### src/verilog/cam_bist_settings.svh
// Geometry, pipeline depth and default key for the CAM BIST, included by package, RTL and testbench
`ifndef CAM_BIST_SETTINGS_SVH
`define CAM_BIST_SETTINGS_SVH

// ============================================================
// Array geometry
// ============================================================

// Number of CAM entries, one match line each
`define CAM_ENTRIES 16

// Key width, also the read-data width
`define CAM_DWIDTH 8

// Entry address width
`define CAM_AWIDTH 4

// ============================================================
// Timing and test defaults
// ============================================================

// Cycles from search or read strobe to result
`define CAM_SRCH_LAT 2

// Key pattern used when no other key is given
`define CAM_BIST_KEY 8'h5A

`endif

### src/verilog/cam_bist_pkg.sv
// Shared enums and packed structs for the CAM BIST, imported by every RTL module and the testbench
`include "cam_bist_settings.svh"

package cam_bist_pkg;

  // Algorithm opcode, same encoding as the match select pair
  typedef enum logic [1:0] {
    ALGO_ALL_MATCH       = 2'b00,
    ALGO_SINGLE_MATCH    = 2'b01,
    ALGO_SINGLE_MISMATCH = 2'b10,
    ALGO_ALL_MISMATCH    = 2'b11
  } cam_algo_e;

  // Test controller states
  typedef enum logic [2:0] {
    IDLE,
    FILL,
    SEARCH_SETUP,
    SEARCH,
    RESTORE,
    DRAIN,
    DONE
  } cam_state_e;

  // Start command, valid with the start strobe
  typedef struct packed {
    cam_algo_e               algo;
    logic [`CAM_DWIDTH-1:0]  key;
  } cam_bist_cmd_t;

  // One search request
  typedef struct packed {
    logic                    valid;
    logic [`CAM_DWIDTH-1:0]  key;
    logic [`CAM_AWIDTH-1:0]  addr;   // entry the expected vector is built for
    logic                    bist;   // test mode, selects compare data on read bus
  } cam_search_t;

  // Test result
  typedef struct packed {
    logic                    done;
    logic                    fail;
    cam_algo_e               fail_algo;
    logic [`CAM_AWIDTH-1:0]  fail_addr;
  } cam_bist_status_t;

  // Stuck-at-0 defect on one match line
  typedef struct packed {
    logic                    en;
    logic [`CAM_AWIDTH-1:0]  entry;
  } cam_fault_t;

endpackage

### src/verilog/cam_array.sv
// Behavioural binary CAM model with write, pipelined search and read, and a match line defect
`timescale 1ns/1ns
`include "cam_bist_settings.svh"

module cam_array import cam_bist_pkg::*; #(
  parameter int ENTRIES = `CAM_ENTRIES,
  parameter int DWIDTH  = `CAM_DWIDTH,
  localparam int AW     = $clog2(ENTRIES)
) (
  input  logic               bist_clk,
  input  logic               rst,
  input  logic               wr_en,
  input  logic [AW-1:0]      wr_addr,
  input  logic [DWIDTH-1:0]  wr_data,
  input  cam_search_t        search,
  input  logic               rd_en,
  input  logic [AW-1:0]      rd_addr,
  input  cam_fault_t         fault,
  output logic [ENTRIES-1:0] match_lines,
  output logic [DWIDTH-1:0]  rd_data,
  output logic               rd_valid
);

  logic [DWIDTH-1:0]  mem [ENTRIES];
  logic [DWIDTH-1:0]  key_q;
  logic [ENTRIES-1:0] match_d;
  logic               rd_en_q;
  logic [AW-1:0]      rd_addr_q;

  // Storage
  always_ff @(posedge bist_clk) begin
    if (wr_en) mem[wr_addr] <= wr_data;
  end

  // ============================================================
  // Search, stage 1 key register, stage 2 match register
  // ============================================================
  always_ff @(posedge bist_clk) begin
    if (search.valid) key_q <= search.key;
  end

  // Compare against every entry, defect pulls its line low
  always_comb begin
    for (int i = 0; i < ENTRIES; i++) begin
      match_d[i] = (mem[i] == key_q) && !(fault.en && (int'(fault.entry) == i));
    end
  end

  always_ff @(posedge bist_clk) begin
    match_lines <= match_d;
  end

  // ============================================================
  // Read, same two stage latency as search
  // ============================================================
  always_ff @(posedge bist_clk) begin
    if (rst) begin
      rd_en_q  <= 1'b0;
      rd_valid <= 1'b0;
    end else begin
      rd_en_q  <= rd_en;
      rd_valid <= rd_en_q;
    end
  end

  always_ff @(posedge bist_clk) begin
    if (rd_en) rd_addr_q <= rd_addr;
    if (rd_en_q) rd_data <= mem[rd_addr_q];
  end

endmodule

### src/verilog/cam_bist_addr_cnt.sv
// Entry address counter and result drain timer, stepped by the BIST controller
`timescale 1ns/1ns
`include "cam_bist_settings.svh"

module cam_bist_addr_cnt (
  input  logic                    bist_clk,
  input  logic                    rst,
  input  logic                    clear,
  input  logic                    step,
  input  logic                    drain_load,
  output logic [`CAM_AWIDTH-1:0]  addr,
  output logic                    last,
  output logic                    drain_done
);

  // Wide enough for the drain load value
  localparam int DW = $clog2(`CAM_SRCH_LAT + 2);

  logic [DW-1:0] drain_cnt;

  assign last       = (addr == `CAM_AWIDTH'(`CAM_ENTRIES - 1));
  assign drain_done = (drain_cnt == DW'(1));

  // ============================================================
  // Entry address, wraps after the last entry
  // ============================================================
  always_ff @(posedge bist_clk) begin
    if (rst || clear) begin
      addr <= '0;
    end else if (step) begin
      addr <= last ? '0 : addr + 1'b1;
    end
  end

  // Drain countdown, ends with drain_done on its last cycle
  always_ff @(posedge bist_clk) begin
    if (rst) begin
      drain_cnt <= '0;
    end else if (drain_load) begin
      drain_cnt <= DW'(`CAM_SRCH_LAT + 1);
    end else if (drain_cnt != '0) begin
      drain_cnt <= drain_cnt - 1'b1;
    end
  end

  a_step_clear_excl: assert property (@(posedge bist_clk) disable iff (rst)
    !(step && clear));

endmodule

### src/verilog/cam_bist_ctrl.sv
// Test controller FSM that fills the CAM and issues one search per entry for the chosen algorithm
`timescale 1ns/1ns
`include "cam_bist_settings.svh"

module cam_bist_ctrl import cam_bist_pkg::*; (
  input  logic                    bist_clk,
  input  logic                    rst,
  input  logic                    start,
  input  cam_bist_cmd_t           cmd,
  input  logic [`CAM_AWIDTH-1:0]  addr,
  input  logic                    last,
  input  logic                    drain_done,
  output logic                    busy,
  output logic                    cnt_clear,
  output logic                    cnt_step,
  output logic                    drain_load,
  output logic                    wr_en,
  output logic [`CAM_AWIDTH-1:0]  wr_addr,
  output logic [`CAM_DWIDTH-1:0]  wr_data,
  output cam_search_t             search,
  output cam_algo_e               algo,
  output logic                    done
);

  cam_state_e              state_q;
  cam_state_e              state_d;
  logic [`CAM_DWIDTH-1:0]  key_q;
  logic [`CAM_DWIDTH-1:0]  addr_key;

  // Entry index widened to key width, used as the single match pattern
  assign addr_key = {{(`CAM_DWIDTH-`CAM_AWIDTH){1'b0}}, addr};
  assign busy     = (state_q != IDLE);

  // ============================================================
  // State and command latch
  // ============================================================
  always_ff @(posedge bist_clk) begin
    if (rst) begin
      state_q <= IDLE;
      algo    <= ALGO_ALL_MATCH;
    end else begin
      state_q <= state_d;
      // Command accepted only when idle
      if (state_q == IDLE && start) algo <= cmd.algo;
    end
  end

  always_ff @(posedge bist_clk) begin
    if (state_q == IDLE && start) key_q <= cmd.key;
  end

  // ============================================================
  // Next state and strobes
  // ============================================================
  always_comb begin
    state_d    = state_q;
    cnt_clear  = 1'b0;
    cnt_step   = 1'b0;
    drain_load = 1'b0;
    wr_en      = 1'b0;
    wr_addr    = addr;
    wr_data    = key_q;
    search     = '0;
    done       = 1'b0;
    unique case (state_q)
      IDLE: begin
        if (start) begin
          cnt_clear = 1'b1;
          state_d   = FILL;
        end
      end
      FILL: begin
        // Single match gets a distinct pattern per entry
        wr_en    = 1'b1;
        wr_data  = (algo == ALGO_SINGLE_MATCH) ? (key_q ^ addr_key) : key_q;
        cnt_step = 1'b1;
        if (last) state_d = (algo == ALGO_SINGLE_MISMATCH) ? SEARCH_SETUP : SEARCH;
      end
      SEARCH_SETUP: begin
        // Corrupt entry under test so that only it mismatches
        wr_en   = 1'b1;
        wr_data = ~key_q;
        state_d = SEARCH;
      end
      SEARCH: begin
        search.valid = 1'b1;
        search.bist  = 1'b1;
        search.addr  = addr;
        unique case (algo)
          ALGO_ALL_MATCH:       search.key = key_q;
          ALGO_SINGLE_MATCH:    search.key = key_q ^ addr_key;
          ALGO_SINGLE_MISMATCH: search.key = key_q;
          ALGO_ALL_MISMATCH:    search.key = ~key_q;
          default:              search.key = key_q;
        endcase
        if (algo == ALGO_SINGLE_MISMATCH) begin
          state_d = RESTORE;
        end else begin
          cnt_step = 1'b1;
          if (last) begin
            drain_load = 1'b1;
            state_d    = DRAIN;
          end
        end
      end
      RESTORE: begin
        wr_en    = 1'b1;
        cnt_step = 1'b1;
        if (last) begin
          drain_load = 1'b1;
          state_d    = DRAIN;
        end else begin
          state_d = SEARCH_SETUP;
        end
      end
      // Wait for the last results to reach the fail logger
      DRAIN:   if (drain_done) state_d = DONE;
      DONE: begin
        done    = 1'b1;
        state_d = IDLE;
      end
      default: state_d = IDLE;
    endcase
  end

  // Array port cannot serve a write and a search in one cycle
  a_no_wr_and_search: assert property (@(posedge bist_clk) disable iff (rst)
    !(search.valid && wr_en));

  // A start during a run is dropped
  a_start_busy_ignored: assert property (@(posedge bist_clk) disable iff (rst)
    (start && busy) |=> $stable(algo));

endmodule

### src/verilog/cam_bist_fail_log.sv
// Fail logger that checks each compacted search result and keeps the first failing algorithm and address
`timescale 1ns/1ns
`include "cam_bist_settings.svh"

module cam_bist_fail_log import cam_bist_pkg::*; (
  input  logic                    bist_clk,
  input  logic                    rst,
  input  logic                    start,
  input  logic                    search_valid,
  input  cam_algo_e               algo,
  input  logic [`CAM_AWIDTH-1:0]  search_addr,
  input  logic [`CAM_DWIDTH-1:0]  cmp_data,
  input  logic                    done_in,
  output cam_bist_status_t        status
);

  localparam int LAT = `CAM_SRCH_LAT;

  logic [LAT-1:0]          vld_sr;
  logic [`CAM_AWIDTH-1:0]  addr_sr [LAT];

  // ============================================================
  // Delay strobe and address to the result cycle
  // ============================================================
  always_ff @(posedge bist_clk) begin
    if (rst) vld_sr <= '0;
    else     vld_sr <= {vld_sr[LAT-2:0], search_valid};
  end

  always_ff @(posedge bist_clk) begin
    addr_sr[0] <= search_addr;
    for (int i = 1; i < LAT; i++) begin
      addr_sr[i] <= addr_sr[i-1];
    end
  end

  // Result capture, held until the next start
  always_ff @(posedge bist_clk) begin
    if (rst) begin
      status <= '0;
    end else begin
      status.done <= done_in;
      if (start) begin
        status.fail      <= 1'b0;
        status.fail_algo <= ALGO_ALL_MATCH;
        status.fail_addr <= '0;
      end else if (vld_sr[LAT-1] && (cmp_data != '0)) begin
        status.fail <= 1'b1;
        // Only the first failure is recorded
        if (!status.fail) begin
          status.fail_algo <= algo;
          status.fail_addr <= addr_sr[LAT-1];
        end
      end
    end
  end

endmodule

### src/verilog/cam_bist_outhandler.sv
// Builds expected match lines, compares and compacts them, and muxes the result onto read data
`timescale 1ns/1ns

module cam_bist_outhandler import cam_bist_pkg::*; #(
  parameter int ENTRIES = 16,
  parameter int DWIDTH  = 8,
  parameter int AWIDTH  = 4
) (
  input  logic               bist_clk,
  input  cam_search_t        search,
  input  cam_algo_e          algo,
  input  logic [ENTRIES-1:0] match_lines,
  input  logic [DWIDTH-1:0]  rd_data_in,
  output logic [DWIDTH-1:0]  rd_data_out,
  output logic [ENTRIES-1:0] match_ref
);

  localparam int MULT = ENTRIES / DWIDTH;
  localparam int REM  = ENTRIES % DWIDTH;

  logic [AWIDTH-1:0]  addr_d1;
  logic [AWIDTH-1:0]  addr_d2;
  logic               bist_d1;
  logic               bist_d2;
  logic [ENTRIES-1:0] one_hot;
  logic [ENTRIES-1:0] diff;
  logic [DWIDTH-1:0]  cmp_data;

  // ============================================================
  // Align search address and mode with the match lines
  // ============================================================
  always_ff @(posedge bist_clk) begin
    addr_d1 <= search.addr;
    addr_d2 <= addr_d1;
    bist_d1 <= search.bist;
    bist_d2 <= bist_d1;
  end

  assign one_hot = {{(ENTRIES-1){1'b0}}, 1'b1} << addr_d2;

  // Expected vector per algorithm
  always_comb begin
    unique case (algo)
      ALGO_ALL_MATCH:       match_ref = '1;
      ALGO_SINGLE_MATCH:    match_ref = one_hot;
      ALGO_SINGLE_MISMATCH: match_ref = ~one_hot;
      ALGO_ALL_MISMATCH:    match_ref = '0;
      default:              match_ref = '0;
    endcase
  end

  // Any set bit is a failing match line
  assign diff = match_ref ^ match_lines;

  // ============================================================
  // Fit the difference onto the data bus
  // ============================================================
  if (ENTRIES > DWIDTH) begin : g_compact
    logic [DWIDTH-1:0] fold;
    always_comb begin
      fold = '0;
      for (int m = 0; m < MULT; m++) begin
        fold = fold | diff[m*DWIDTH +: DWIDTH];
      end
    end
    // Leftover lines beyond the last full slice
    if (REM != 0) begin : g_rem
      assign cmp_data = fold | {{(DWIDTH-REM){1'b0}}, diff[ENTRIES-1:MULT*DWIDTH]};
    end else begin : g_no_rem
      assign cmp_data = fold;
    end
  end else if (ENTRIES == DWIDTH) begin : g_equal
    assign cmp_data = diff;
  end else begin : g_expand
    assign cmp_data = {{(DWIDTH-ENTRIES){1'b0}}, diff};
  end

  // Test result on search cycles, functional data otherwise
  assign rd_data_out = bist_d2 ? cmp_data : rd_data_in;

endmodule

### src/verilog/cam_bist_top.sv
// CAM BIST top level, connects controller, counter, array, output handler and fail logger
`timescale 1ns/1ns
`include "cam_bist_settings.svh"

module cam_bist_top import cam_bist_pkg::*; (
  input  logic                    bist_clk,
  input  logic                    rst,
  input  logic                    start,
  input  cam_bist_cmd_t           cmd,
  input  cam_fault_t              fault,
  input  logic                    func_wr,
  input  logic [`CAM_AWIDTH-1:0]  func_wr_addr,
  input  logic [`CAM_DWIDTH-1:0]  func_wr_data,
  input  logic                    func_rd,
  input  logic [`CAM_AWIDTH-1:0]  func_rd_addr,
  output cam_bist_status_t        status,
  output logic                    busy,
  output logic [`CAM_DWIDTH-1:0]  rd_data,
  output logic                    rd_valid
);

  logic                    cnt_clear, cnt_step, drain_load, drain_done, last, done;
  logic [`CAM_AWIDTH-1:0]  addr;
  logic                    ctrl_wr_en, arr_wr_en, arr_rd_en, start_ok;
  logic [`CAM_AWIDTH-1:0]  ctrl_wr_addr, arr_wr_addr;
  logic [`CAM_DWIDTH-1:0]  ctrl_wr_data, arr_wr_data, arr_rd_data;
  logic [`CAM_ENTRIES-1:0] match_lines;
  cam_search_t             search;
  cam_algo_e               algo;

  // ============================================================
  // Array port owner, BIST while busy, functional otherwise
  // ============================================================
  assign arr_wr_en   = busy ? ctrl_wr_en   : func_wr;
  assign arr_wr_addr = busy ? ctrl_wr_addr : func_wr_addr;
  assign arr_wr_data = busy ? ctrl_wr_data : func_wr_data;
  assign arr_rd_en   = func_rd && !busy;
  // A start during a run must not clear the logged result
  assign start_ok    = start && !busy;

  cam_bist_ctrl u_ctrl (
    .bist_clk, .rst, .start, .cmd, .addr, .last, .drain_done, .busy, .cnt_clear, .cnt_step,
    .drain_load, .wr_en(ctrl_wr_en), .wr_addr(ctrl_wr_addr), .wr_data(ctrl_wr_data),
    .search, .algo, .done
  );

  cam_bist_addr_cnt u_cnt (
    .bist_clk, .rst, .clear(cnt_clear), .step(cnt_step), .drain_load, .addr, .last, .drain_done
  );

  cam_array #(.ENTRIES(`CAM_ENTRIES), .DWIDTH(`CAM_DWIDTH)) u_array (
    .bist_clk, .rst, .wr_en(arr_wr_en), .wr_addr(arr_wr_addr), .wr_data(arr_wr_data), .search,
    .rd_en(arr_rd_en), .rd_addr(func_rd_addr), .fault, .match_lines, .rd_data(arr_rd_data),
    .rd_valid
  );

  cam_bist_outhandler #(
    .ENTRIES(`CAM_ENTRIES), .DWIDTH(`CAM_DWIDTH), .AWIDTH(`CAM_AWIDTH)
  ) u_outhandler (
    .bist_clk, .search, .algo, .match_lines, .rd_data_in(arr_rd_data), .rd_data_out(rd_data),
    .match_ref()
  );

  cam_bist_fail_log u_fail_log (
    .bist_clk, .rst, .start(start_ok), .search_valid(search.valid), .algo,
    .search_addr(search.addr), .cmp_data(rd_data), .done_in(done), .status
  );

endmodule
### config.mk
export PLATFORM = sky130hd
export DESIGN_NAME = cam_bist_top
export DESIGN_NICKNAME = d
export VERILOG_FILES = /design/src/verilog/cam_bist_pkg.sv /design/src/verilog/cam_array.sv /design/src/verilog/cam_bist_addr_cnt.sv /design/src/verilog/cam_bist_ctrl.sv /design/src/verilog/cam_bist_fail_log.sv /design/src/verilog/cam_bist_outhandler.sv /design/src/verilog/cam_bist_top.sv
export VERILOG_INCLUDE_DIRS = /design/src /design/src/verilog
export SDC_FILE = /design/constraint.sdc
export NUM_CORES = 1
export LEC_CHECK = 0
export BUFFER_PORTS_ARGS = -buffer_cell sky130_fd_sc_hd__buf_2
export CELL_PAD_IN_SITES_DETAIL_PLACEMENT = 0
export CELL_PAD_IN_SITES_GLOBAL_PLACEMENT = 1
export CORE_MARGIN = 3
export CORE_UTILIZATION = 48
export CTS_BUF_LIST = sky130_fd_sc_hd__clkbuf_4 sky130_fd_sc_hd__clkbuf_8
export CTS_CLUSTER_DIAMETER = 200
export DETAILED_ROUTE_END_ITERATION = 6
export PLACE_DENSITY = 0.79
export SETUP_SLACK_MARGIN = 0.5
export SYNTH_ARGS = -nofsm -noshare
export SYNTH_HDL_FRONTEND = slang
export SYNTH_HIERARCHICAL = 1
export SYNTH_SLANG_ARGS = --single-unit
### constraint.sdc
create_clock -name bist_clk -period 2.6 [get_ports bist_clk]
set_input_delay 0.39 -clock bist_clk [delete_from_list [all_inputs] [get_ports bist_clk]]
set_output_delay 0.39 -clock bist_clk [all_outputs]
set_load 0.02 [all_outputs]
==> metrics.md, run 1 <==
| Metric | Value |
|---|---|
| Die Area | `0.0233 sq mm` |
| Crit-path leading delay family | `flip-flops` |
| Post-Syn Instances | `760` |
| Clock Latency Late Sink | `530 ps` |
| Buffers plus inverters on the worst setup path | `1` |
| Worst slew pin tran | `848 ps` |
| Multi-input gate area | `0.00450 sq mm` |
| Setup TNS | `0 ps` |
| Vias after detailed routing | `6611` |
| Slowest stage delay, CP | `410 ps` |
| Period Utilization, post-route | `94.4%` |
| Async set or reset register ratio after synthesis | `0%` |
| Comb pwr share | `13.4%` |
| Syn Std Cell Area | `0.0103 sq mm` |
| Final Hold Vio Count | `0` |
| Clk_skew | `24.9 ps` |
| Num CTS Buffers | `37` |
| Leakage | `4.31 nW` |
| Worst path cell trace | `nor4_4 > mux2i_1 > xnor2_1 > a31oi_2 > buf_4` |
| Max cap viols | `0` |
| Total GRT Usage | `21.9%` |
| Largest net degree at the start of global routing | `33` |
| CTS tree | `yes` |
| N_diodes | `0` |
| Core region area | `0.0211 sq mm` |
| Fill count | `1666` |
| Crit path kind | `flip-flop to output pin` |
| Vias/cell | `5.66` |
| Number of flops mapped to enable cells by yosys | `156` |
| Die width | `153 um` |
| Final Power | `8.09 mW` |
| First-pass GRT wire length | `39000 um` |
| Share of cells above drive strength 1 | `29.7%` |
| CP Data Required Time | `2210 ps` |
| Setup crit start kind | `flip-flop` |
| Crit-path slowest cell | `dfxtp_4` |
| Clock root buffer | `clkbuf_8` |
| RSZ-0062 raised after global routing | `yes` |
| Initial Util | `49.0%` |
| Clock Power Share | `37.9%` |
| Net Sw Frac | `25.1%` |
| Synthesized area per cell | `13.6 sq um` |
| Pwr Density | `653 mW/mm^2` |
| Min Hold Slack | `49.9 ps` |
| Post-Syn Nets | `799` |
| Synth cell types | `56` |
| Pre-Repair DR Iteration Count | `6` |
| Total congestion overflow | `0` |
| WL/cell | `22.2 um` |
| Clock period minus worst slack | `2450 ps` |
| Input/output buffers | `53` |
| Initial antenna violation count | `0` |
| IO Count | `54` |
| Final Wtd Congestion | `0.874` |
| Top fanout value on the critical path | `16` |
| Post-DP HPWL | `18400 um` |
| Pint | `6.06 mW` |
| H-tree level count | `2` |
| Power share of the sequential group | `48.7%` |
| Rows | `53` |
| Total Nets Final | `904` |
| Reg area | `0.00585 sq mm` |
| Synth Warn # | `6` |
| Sequential element share of the synthesized area | `56.3%` |
| Ys flop type | `edfxtp_1` |
| Run status | `finished, final reports clean` |
| ANT nets after route | `0` |
| # DRC | `0` |
| Post-synthesis register bit count | `213` |
| Iter 0 DRT Violations | `673` |
| Area grow syn2layout | `19.9%` |
| Relative slew margins | `43.4%` |
| Final Cell Area | `0.0124 sq mm` |
| Number of slew-limit violations in the final report | `0` |
| Dpl cell area | `0.0111 sq mm` |
| Final WL | `25900 um` |
| Fin util | `58.8%` |
| Vias in the first global route | `6670` |
| Data arrival time of the critical path | `2060 ps` |
| Max frequency | `0.408 GHz` |
| Switch Pwr | `2.03 mW` |
| Clock transition at path regs | `60 ps` |
| CP Capture Type | `output pin` |
| Die Height | `153 um` |
| VDD IR-drop max | `0.350 mV` |
| Clock buffer depth | `3` |
| Worst Hold Class | `primary input to flip-flop` |
| TritonCTS Sinks | `213` |
| Final number of setup-violating endpoints | `0` |
-- registers in the layout, indices dropped and copies added (netlist names) --
signal and cells:
u_array/rd_en_q 1, u_array/rd_data 8, u_array/rd_addr_q 4, u_ctrl/algo 2, u_array/match_lines 16, u_outhandler/bist_d1 1, u_cnt/addr 4, u_array/key_q 8
u_array/mem 128, u_cnt/drain_cnt 2, u_ctrl/key_q 8, u_ctrl/state_q 3, u_array/rd_valid 1, u_outhandler/addr_d1 4, u_outhandler/addr_d2 4, u_fail_log/status 8
u_fail_log/vld_sr 2, u_fail_log/addr_sr 8, u_outhandler/bist_d2 1
-- power by group through the flow --
stage	Clock, mW	Combinational (mW)	Sequential [mW]
finish	3.07	1.08	3.94
global route	3.29	1.15	3.95
CTS	3.12	1.02	3.94
detailed placement	0	0.940	4.01
global placement	0	0.908	4.01
floorplan	0	0.687	3.97
-- layer usage --
| layer | routed length, um | global-route usage [%] |
|---|---|---|
| met1 | 11000 | 29.8 |
| met3 | 1660 | 3.69 |
| met4 | 761 | 7.64 |
| met2 | 12600 | 35.7 |
| met5 | 0 | 0 |
-- worst register-to-register path, stage by stage (launching register included) --
cell and delay (ps):
dfxtp_4 410, nor4_4 310, mux2i_1 290, xnor2_1 180, a31oi_2 140, buf_4 190, nor4_2 300, a211o_2 290
mux2i_1 210
-- worst paths after layout --
kind                            cells after the start  slack, ps                       end                      from
worst max-delay path                                5        150                rd_data[0]   u_outhandler/addr_d2[0]
worst min register to register                      0        330  u_fail_log/addr_sr[1][2]  u_fail_log/addr_sr[0][2]
worst max register to register                      8        220      u_fail_log/status[4]   u_outhandler/addr_d2[0]
worst min-delay path                                1         50      u_array/rd_addr_q[0]           func_rd_addr[0]
-- cells in the mapped netlist (14+ instances only) --
cell type | number | share of area (%)
a22oi_1 | 16 | 1.2
nand4_1 | 33 | 2.0
nor2_1 | 53 | 1.9
nand2_1 | 28 | 1.0
edfxtp_1 | 156 | 45
dfxtp_1 | 57 | 11
mux2i_1 | 28 | 2.7
nor3_1 | 28 | 1.4
buf_2 | 23 | 1.1
xor2_1 | 18 | 1.5
xnor2_1 | 145 | 12
mux4_1 | 14 | 3.6
mux4_2 | 17 | 3.7
-- what timing repair did --
item	in CTS	in global routing
endpoints found under the setup margin	208	207
pin swaps	14	9
gates cloned	0	0
hold buffers	0	0
buffers inserted	17	14
gates resized for setup	30	20
-- cells in the final DEF (no fill, tap or decap), types with 9 or more instances in the layout --
master	count
clkbuf_8	40
nand2_1	26
mux2_4	10
buf_6	13
nand4_1	33
xnor2_1	145
a21oi_1	9
nor2_1	41
buf_2	47
mux2i_1	28
mux4_2	17
edfxtp_1	156
dfxtp_1	50
a22oi_1	16
mux4_1	14
buf_12	12
buf_4	40
xor2_1	17
nor3_1	24
nor2_4	12
-- area by class of cell --
class	instances	area share [%]
Tap cell	275	2.78
Inverter	6	0.182
Clock buffer	48	4.92
Sequential cell	213	47.2
Timing Repair Buffer	113	7.56
Multi-Input combinational cell	494	36.3
Clock inverter	19	1.13
-- logic make-up after synthesis --
family | share of synthesized area, %
flip-flops | 56.3
AND/OR/NAND/NOR | 11.0
XOR/XNOR | 13.8
multiplexers | 11.9
buffers and inverters | 3.27
AO/OA/AOI/OAI | 3.34
adder cells (fa/ha/maj) | 0.363
-- through the flow --
stage | cells | setup WS [ps]
global placement | 1070 | 198
CTS | 1154 | 118
detailed placement | 1070 | 36.6
global route | 1168 | 23.7
floorplan | 760 | 154
finish | 1168 | 146
(Power assumes the default switching activity.)
==> run 2, diff against run 1 <==
RECOVER_POWER = 25   (was default)
==> run 2 against run 1 <==
Against the previous run: sequential share of layout area grew 0.18 points; first-iteration DRC count shrank 1.5%; sequential cell count is the same; critical path depth is the same; combinational power is essentially flat; wire length is essentially flat; hold slack gained 1.8 ps.
==> metrics.md, run 2 (same netlist as run 1, synthesis figures left out) <==
| Metric | Value |
|---|---|
| Run status | `finished, final reports clean` |
| Final Cell Area | `0.0123 sq mm (-0.40%)` |
| Iter 0 DRT Violations | `663 (-1.5%)` |
| Net Sw Frac | `25.0% (-0.090 points)` |
| IO Count | `54 (unchanged)` |
| Reg2reg start | `u_ctrl/state_q[1]` |
| Input/output buffers | `53 (unchanged)` |
| RSZ-0062 raised after global routing | `yes` |
| Area grow syn2layout | `19.4%` |
| Clock Power Share | `37.9% (about the same)` |
| HP Start | `func_rd_addr[0]` |
| Clock buffer depth | `3 (unchanged)` |
| Final WL | `25900 um (about the same)` |
| N_diodes | `0 (unchanged)` |
| Worst Hold Class | `primary input to flip-flop` |
| Total congestion overflow | `0 (unchanged)` |
| Max frequency | `0.408 GHz (about the same)` |
| Top Registers | `u_array/mem x128, u_array/match_lines x16` |
| Period Utilization, post-route | `94.3% (about the same)` |
| Number of slew-limit violations in the final report | `0 (unchanged)` |
| Vias in the first global route | `6670 (unchanged)` |
| Leakage | `4.25 nW (-1.5%)` |
| Max cap viols | `0 (unchanged)` |
| First-pass GRT wire length | `39000 um (unchanged)` |
| Final Hold Vio Count | `0 (unchanged)` |
| Comb pwr share | `13.3% (about the same)` |
| Power share of the sequential group | `48.8% (about the same)` |
| Largest net degree at the start of global routing | `33 (unchanged)` |
| Switch Pwr | `2.02 mW (-0.64%)` |
| Dpl cell area | `0.0111 sq mm (unchanged)` |
| # DRC | `0 (unchanged)` |
| Multi-input gate area | `0.00448 sq mm (-0.36%)` |
| Worst slew pin tran | `861 ps (+13.0 ps)` |
| Pint | `6.05 mW (-0.17%)` |
| Data arrival time of the critical path | `2060 ps (about the same)` |
| Max reg flops | `128 (unchanged)` |
| Fill count | `1676 (+0.60%)` |
| Final Wtd Congestion | `0.874 (unchanged)` |
| Die Height | `153 um (unchanged)` |
| Die Area | `0.0233 sq mm (unchanged)` |
| VDD IR-drop max | `0.349 mV (-0.26%)` |
| ANT nets after route | `0 (unchanged)` |
| Initial Util | `49.0% (unchanged)` |
| Hold buffers post-CTS | `0 (unchanged)` |
| Die width | `153 um (unchanged)` |
| Commonest non-fill, non-tap cells in the layout | `156 x edfxtp_1, 145 x xnor2_1, 51 x dfxtp_1` |
| Setup TNS | `0 ps (unchanged)` |
| Post-DP HPWL | `18400 um (unchanged)` |
| Vias after detailed routing | `6579 (-0.48%)` |
| Initial antenna violation count | `0 (unchanged)` |
| Core region area | `0.0211 sq mm (unchanged)` |
| Most common cell after layout, fill and taps aside | `edfxtp_1` |
| Clk_skew | `22.5 ps (-2.44 ps)` |
| Total Nets Final | `904 (unchanged)` |
| Clock Latency Late Sink | `520 ps (about the same)` |
| CP Data Required Time | `2210 ps (about the same)` |
| Clock root buffer | `clkbuf_8` |
| Critical Path Start | `u_outhandler/addr_d2[0]` |
| Clock period minus worst slack | `2450 ps (-0.840 ps)` |
| Total GRT Usage | `21.9% (unchanged)` |
| CP Capture Type | `output pin` |
| Placed Instances | `1070 (unchanged)` |
| Setup crit start kind | `flip-flop` |
| Share of cells above drive strength 1 | `27.5% (-2.1 points)` |
| Top fanout value on the critical path | `16 (unchanged)` |
| Largest register by flop count | `u_array/mem` |
| TritonCTS Sinks | `213 (unchanged)` |
| Rows | `53 (unchanged)` |
| Pwr Density | `654 mW/mm^2 (+0.12%)` |
| Clock transition at path regs | `60 ps (about the same)` |
| Pre-Repair DR Iteration Count | `5 (-1)` |
| Final number of setup-violating endpoints | `0 (unchanged)` |
| WL/cell | `22.2 um (about the same)` |
| Relative slew margins | `42.6% (-0.87 points)` |
| Reg area | `0.00585 sq mm (about the same)` |
| CTS tree | `yes` |
| Post-route insts no fill | `1168 (unchanged)` |
| Vias/cell | `5.63 (-0.48%)` |
| Num CTS Buffers | `37 (unchanged)` |
| Crit path kind | `flip-flop to output pin` |
| H-tree level count | `2 (unchanged)` |
==> run 2: cell types whose count changed in the layout (fill, tap and decap cells not counted), sizes merged <==
cell    change
buf        -16
clkbuf     +16
==> run 2: through the flow <==
stage / hold WS (ps) / worst slack (ps) / total power, mW / util [%]
after floorplan: 310 / 154 / 4.65 / -
after global placement: 312 / 198 / 4.91 / 52.7
after detailed placement: 315 / 36.6 / 4.95 / 52.7
after CTS: 28.7 / 118 / 8.08 / 57.8
after global routing: 28.4 / 23.7 / 8.38 / 58.6
final: 51.7 / 147 / 8.07 / 58.6
==> run 2: power by group through the flow <==
stage / sequential [mW] / clock [mW] / combinational [mW]
floorplan: 3.97 / 0 / 0.687
global placement: 4.01 / 0 / 0.908
detailed placement: 4.01 / 0 / 0.940
CTS: 3.94 / 3.12 / 1.02
global route: 3.95 / 3.29 / 1.14
finish: 3.94 / 3.06 / 1.07
==> run 2: area by class of cell <==
cell class                      instances  share of cell area, %
Clock inverter                         19                   1.13
Multi-Input combinational cell        494                   36.3
Timing Repair Buffer                  113                   7.33
Tap cell                              275                   2.79
Sequential cell                       213                   47.3
Clock buffer                           48                   4.94
Inverter                                6                  0.182
==> run 2: final timing paths <==
| check | slack [ps] | depth (start not counted) | to |
|---|---|---|---|
| setup reg to reg | 190 | 7 | u_ctrl/algo[1] |
| hold / removal | 50 | 1 | u_array/rd_addr_q[0] |
| hold reg to reg | 330 | 0 | u_fail_log/addr_sr[1][2] |
| setup / recovery | 150 | 5 | rd_data[0] |
==> run 2: what timing repair did <==
item | CTS | global route
hold endpoints to repair | 0 | 0
endpoints found under the setup margin | 208 | 207
setup buffers | 17 | 14
gates resized for setup | 30 | 20
pin swaps | 14 | 9
gates cloned | 0 | 0
==> run 2: routing by layer <==
metal	global-route usage [%]	part of all wire [%]	vias to the layer above
met1	29.8	42	3256
met3	3.69	6.1	48
met2	35.7	49	254
met5	0	0	-
li1	-	-	3021
met4	7.64	2.7	0
==> run 2: worst max-delay path, stage by stage (launching register included) <==
cell	delay [ps]
dfxtp_4	410
nor4_4	310
mux2i_1	290
xnor2_1	140
a31oi_2	230
buf_4	180
==> run 3, diff against run 2 <==
RECOVER_POWER = 100   (was 25)
==> run 3 against run 2 <==
Against the previous run: cell area fell by 1.9%; sequential cell count stayed put; maximum frequency is 1.5% lower; clock skew grew 4.9 ps; clock-buffer cell count unchanged; core utilization down 1.1 points.
==> metrics.md, run 3 (same netlist as run 1, synthesis figures left out) <==
| Metric | Value |
|---|---|
| Run status | `finished, final reports clean` |
| Fill count | `1720 (+2.6%)` |
| Largest register by flop count | `u_array/mem` |
| M3 GR Usage | `3.69% (unchanged)` |
| Max frequency | `0.402 GHz (-1.5%)` |
| Top fanout value on the critical path | `8 (-8)` |
| GRT Max-Usage Layer | `met2` |
| CP Capture Type | `flip-flop` |
| Iter 0 DRT Violations | `728 (+9.8%)` |
| Final Hold Vio Count | `0 (unchanged)` |
| Final Power | `8.01 mW (-0.76%)` |
| Final number of setup-violating endpoints | `0 (unchanged)` |
| Num CTS Buffers | `37 (unchanged)` |
| Number of slew-limit violations in the final report | `0 (unchanged)` |
| Data arrival time of the critical path | `2710 ps (+650 ps)` |
| Period Utilization, post-route | `95.7% (+1.4 points)` |
| CTS tree | `yes` |
| Reg area | `0.00585 sq mm (unchanged)` |
| Leakage | `4.16 nW (-2.0%)` |
| Clock Latency Late Sink | `530 ps (about the same)` |
| Initial Util | `49.0% (unchanged)` |
| Reg2reg end | `u_array/mem[0][4]` |
| Top Registers | `u_array/mem x128, u_array/match_lines x16` |
| Initial antenna violation count | `0 (unchanged)` |
| Hold Path Depth | `1 (unchanged)` |
| # DRC | `0 (unchanged)` |
| Clock buffer depth | `3 (unchanged)` |
| CP Data Required Time | `2830 ps (+620 ps)` |
| HP Start | `func_rd_addr[1]` |
| Crit path kind | `flip-flop to flip-flop` |
| Worst reg-to-reg setup slack | `110 ps (-80 ps)` |
| Input/output buffers | `53 (unchanged)` |
| N_diodes | `0 (unchanged)` |
| IO Count | `54 (unchanged)` |
| Pre-Repair DR Iteration Count | `5 (unchanged)` |
| Core region area | `0.0211 sq mm (unchanged)` |
| ANT nets after route | `0 (unchanged)` |
| Clock period minus worst slack | `2490 ps (+36.3 ps)` |
| Vias in the first global route | `6670 (unchanged)` |
| RSZ-0062 raised after global routing | `yes` |
| Dpl cell area | `0.0111 sq mm (unchanged)` |
| Clk_skew | `27.4 ps (+4.87 ps)` |
| Total congestion overflow | `0 (unchanged)` |
| Total GRT Usage | `21.9% (unchanged)` |
| Met1 usage | `29.8% (unchanged)` |
| Die Area | `0.0233 sq mm (unchanged)` |
| Reg2reg start | `u_ctrl/state_q[1]` |
| Max reg flops | `128 (unchanged)` |
| Worst hold endpoint | `u_array/rd_addr_q[1]` |
| Multi-input gate area | `0.00437 sq mm (-2.5%)` |
| H-tree level count | `2 (unchanged)` |
| Post-DP HPWL | `18400 um (unchanged)` |
| Most common cell after layout, fill and taps aside | `edfxtp_1` |
| VDD IR-drop max | `0.343 mV (-1.7%)` |
| Setup crit start kind | `flip-flop` |
| Total Nets Final | `904 (unchanged)` |
| Pwr Density | `661 mW/mm^2 (+1.1%)` |
| Final Wtd Congestion | `0.874 (unchanged)` |
| Grt met2 use | `35.7% (unchanged)` |
| Vias/cell | `5.64 (+0.14%)` |
| Final Cell Area | `0.0121 sq mm (-1.9%)` |
| Commonest non-fill, non-tap cells in the layout | `156 x edfxtp_1, 145 x xnor2_1, 51 x dfxtp_1` |
| Die width | `153 um (unchanged)` |
| First-pass GRT wire length | `39000 um (unchanged)` |
| Vias after detailed routing | `6588 (+0.14%)` |
| Worst Hold Class | `primary input to flip-flop` |
| TritonCTS Sinks | `213 (unchanged)` |
| Worst r2r path cells | `5 (-2)` |
| Share of cells above drive strength 1 | `24.7% (-2.8 points)` |
| Max cap viols | `0 (unchanged)` |
| Rows | `53 (unchanged)` |
| Die Height | `153 um (unchanged)` |
| Final WL | `26000 um (about the same)` |
| Area grow syn2layout | `17.2%` |
| Clock transition at path regs | `60 ps (about the same)` |
| Setup TNS | `0 ps (unchanged)` |
| Largest net degree at the start of global routing | `33 (unchanged)` |
| Min Hold Slack | `48.8 ps (-2.88 ps)` |
| Clock root buffer | `clkbuf_8` |
| Worst slew pin tran | `857 ps (-4.22 ps)` |
| WL/cell | `22.2 um (about the same)` |
| Relative slew margins | `42.9% (+0.28 points)` |
## run 3: changes by cell type in the layout (fill, tap and decap cells not counted), moves of 2 or more
| cell | before | now |
|---|---|---|
| clkbuf_4 | 9 | 12 |
| buf_2 | 36 | 34 |
| nor2_4 | 11 | 6 |
| buf_4 | 36 | 30 |
| clkbuf_2 | 0 | 9 |
| buf_6 | 12 | 7 |
| clkbuf_1 | 15 | 21 |
| mux2_1 | 0 | 9 |
| buf_12 | 12 | 8 |
| nor3_4 | 4 | 1 |
| mux2_4 | 10 | 1 |
| nor2_1 | 41 | 45 |
| nor3_1 | 24 | 27 |
## run 3: cell type report
| type | instances | area share, % |
|---|---|---|
| multi-input cells | 494 | 36.0 |
| inverters | 6 | 0.186 |
| well taps | 275 | 2.84 |
| flip-flops and latches | 213 | 48.2 |
| repair buffers | 113 | 6.50 |
| clock buffers | 48 | 5.04 |
| clock inverters | 19 | 1.16 |
## run 3: metrics by stage
stage	setup slack [ps]	utilization [%]	std cells
after floorplan	154	-	760
after global placement	198	52.7	1070
after detailed placement	36.6	52.7	1070
after CTS	118	57.8	1154
after global routing	23.7	57.5	1168
final	111	57.5	1168
## run 3: report_power, final
group / internal, mW / leakage (nW) / switching [mW]
sequential: 3.84 / 1.87 / 0.102
combinational: 0.427 / 1.90 / 0.567
clock: 1.74 / 0.393 / 1.33
## run 3: worst max path at each step
stage	start	to	slack, ps	cells after the start
after floorplan	u_ctrl/state_q[1]	u_array/mem[0][0]	150	6
after global placement	u_outhandler/addr_d2[0]	u_fail_log/status[1]	200	7
after detailed placement	u_outhandler/addr_d2[0]	u_fail_log/status[2]	40	7
after CTS	u_outhandler/addr_d2[3]	rd_data[1]	120	5
after global routing	u_outhandler/addr_d2[2]	rd_data[1]	20	6
final	u_ctrl/state_q[1]	u_array/mem[0][4]	110	5
## run 3: what timing repair did
item	in CTS	in global routing
pin swaps	14	9
buffers inserted	17	14
hold endpoints to repair	0	0
gates resized for setup	30	20
setup endpoints to repair	208	207
hold buffers	0	0
## run 3: critical path, cell delays in order, from the launching register on
cell and delay (ps):
dfxtp_1 310, or3_1 500, mux2_1 450, or3b_4 480
nor3_1 300, buf_12 170
## run 3: per-layer routing
layer	share of wire (%)	vias to the layer above	wire length, um
met4	2.7	0	697
met3	6.8	46	1760
li1	-	3017	-
met2	49	263	12600
met1	42	3262	10900
met5	0	-	0
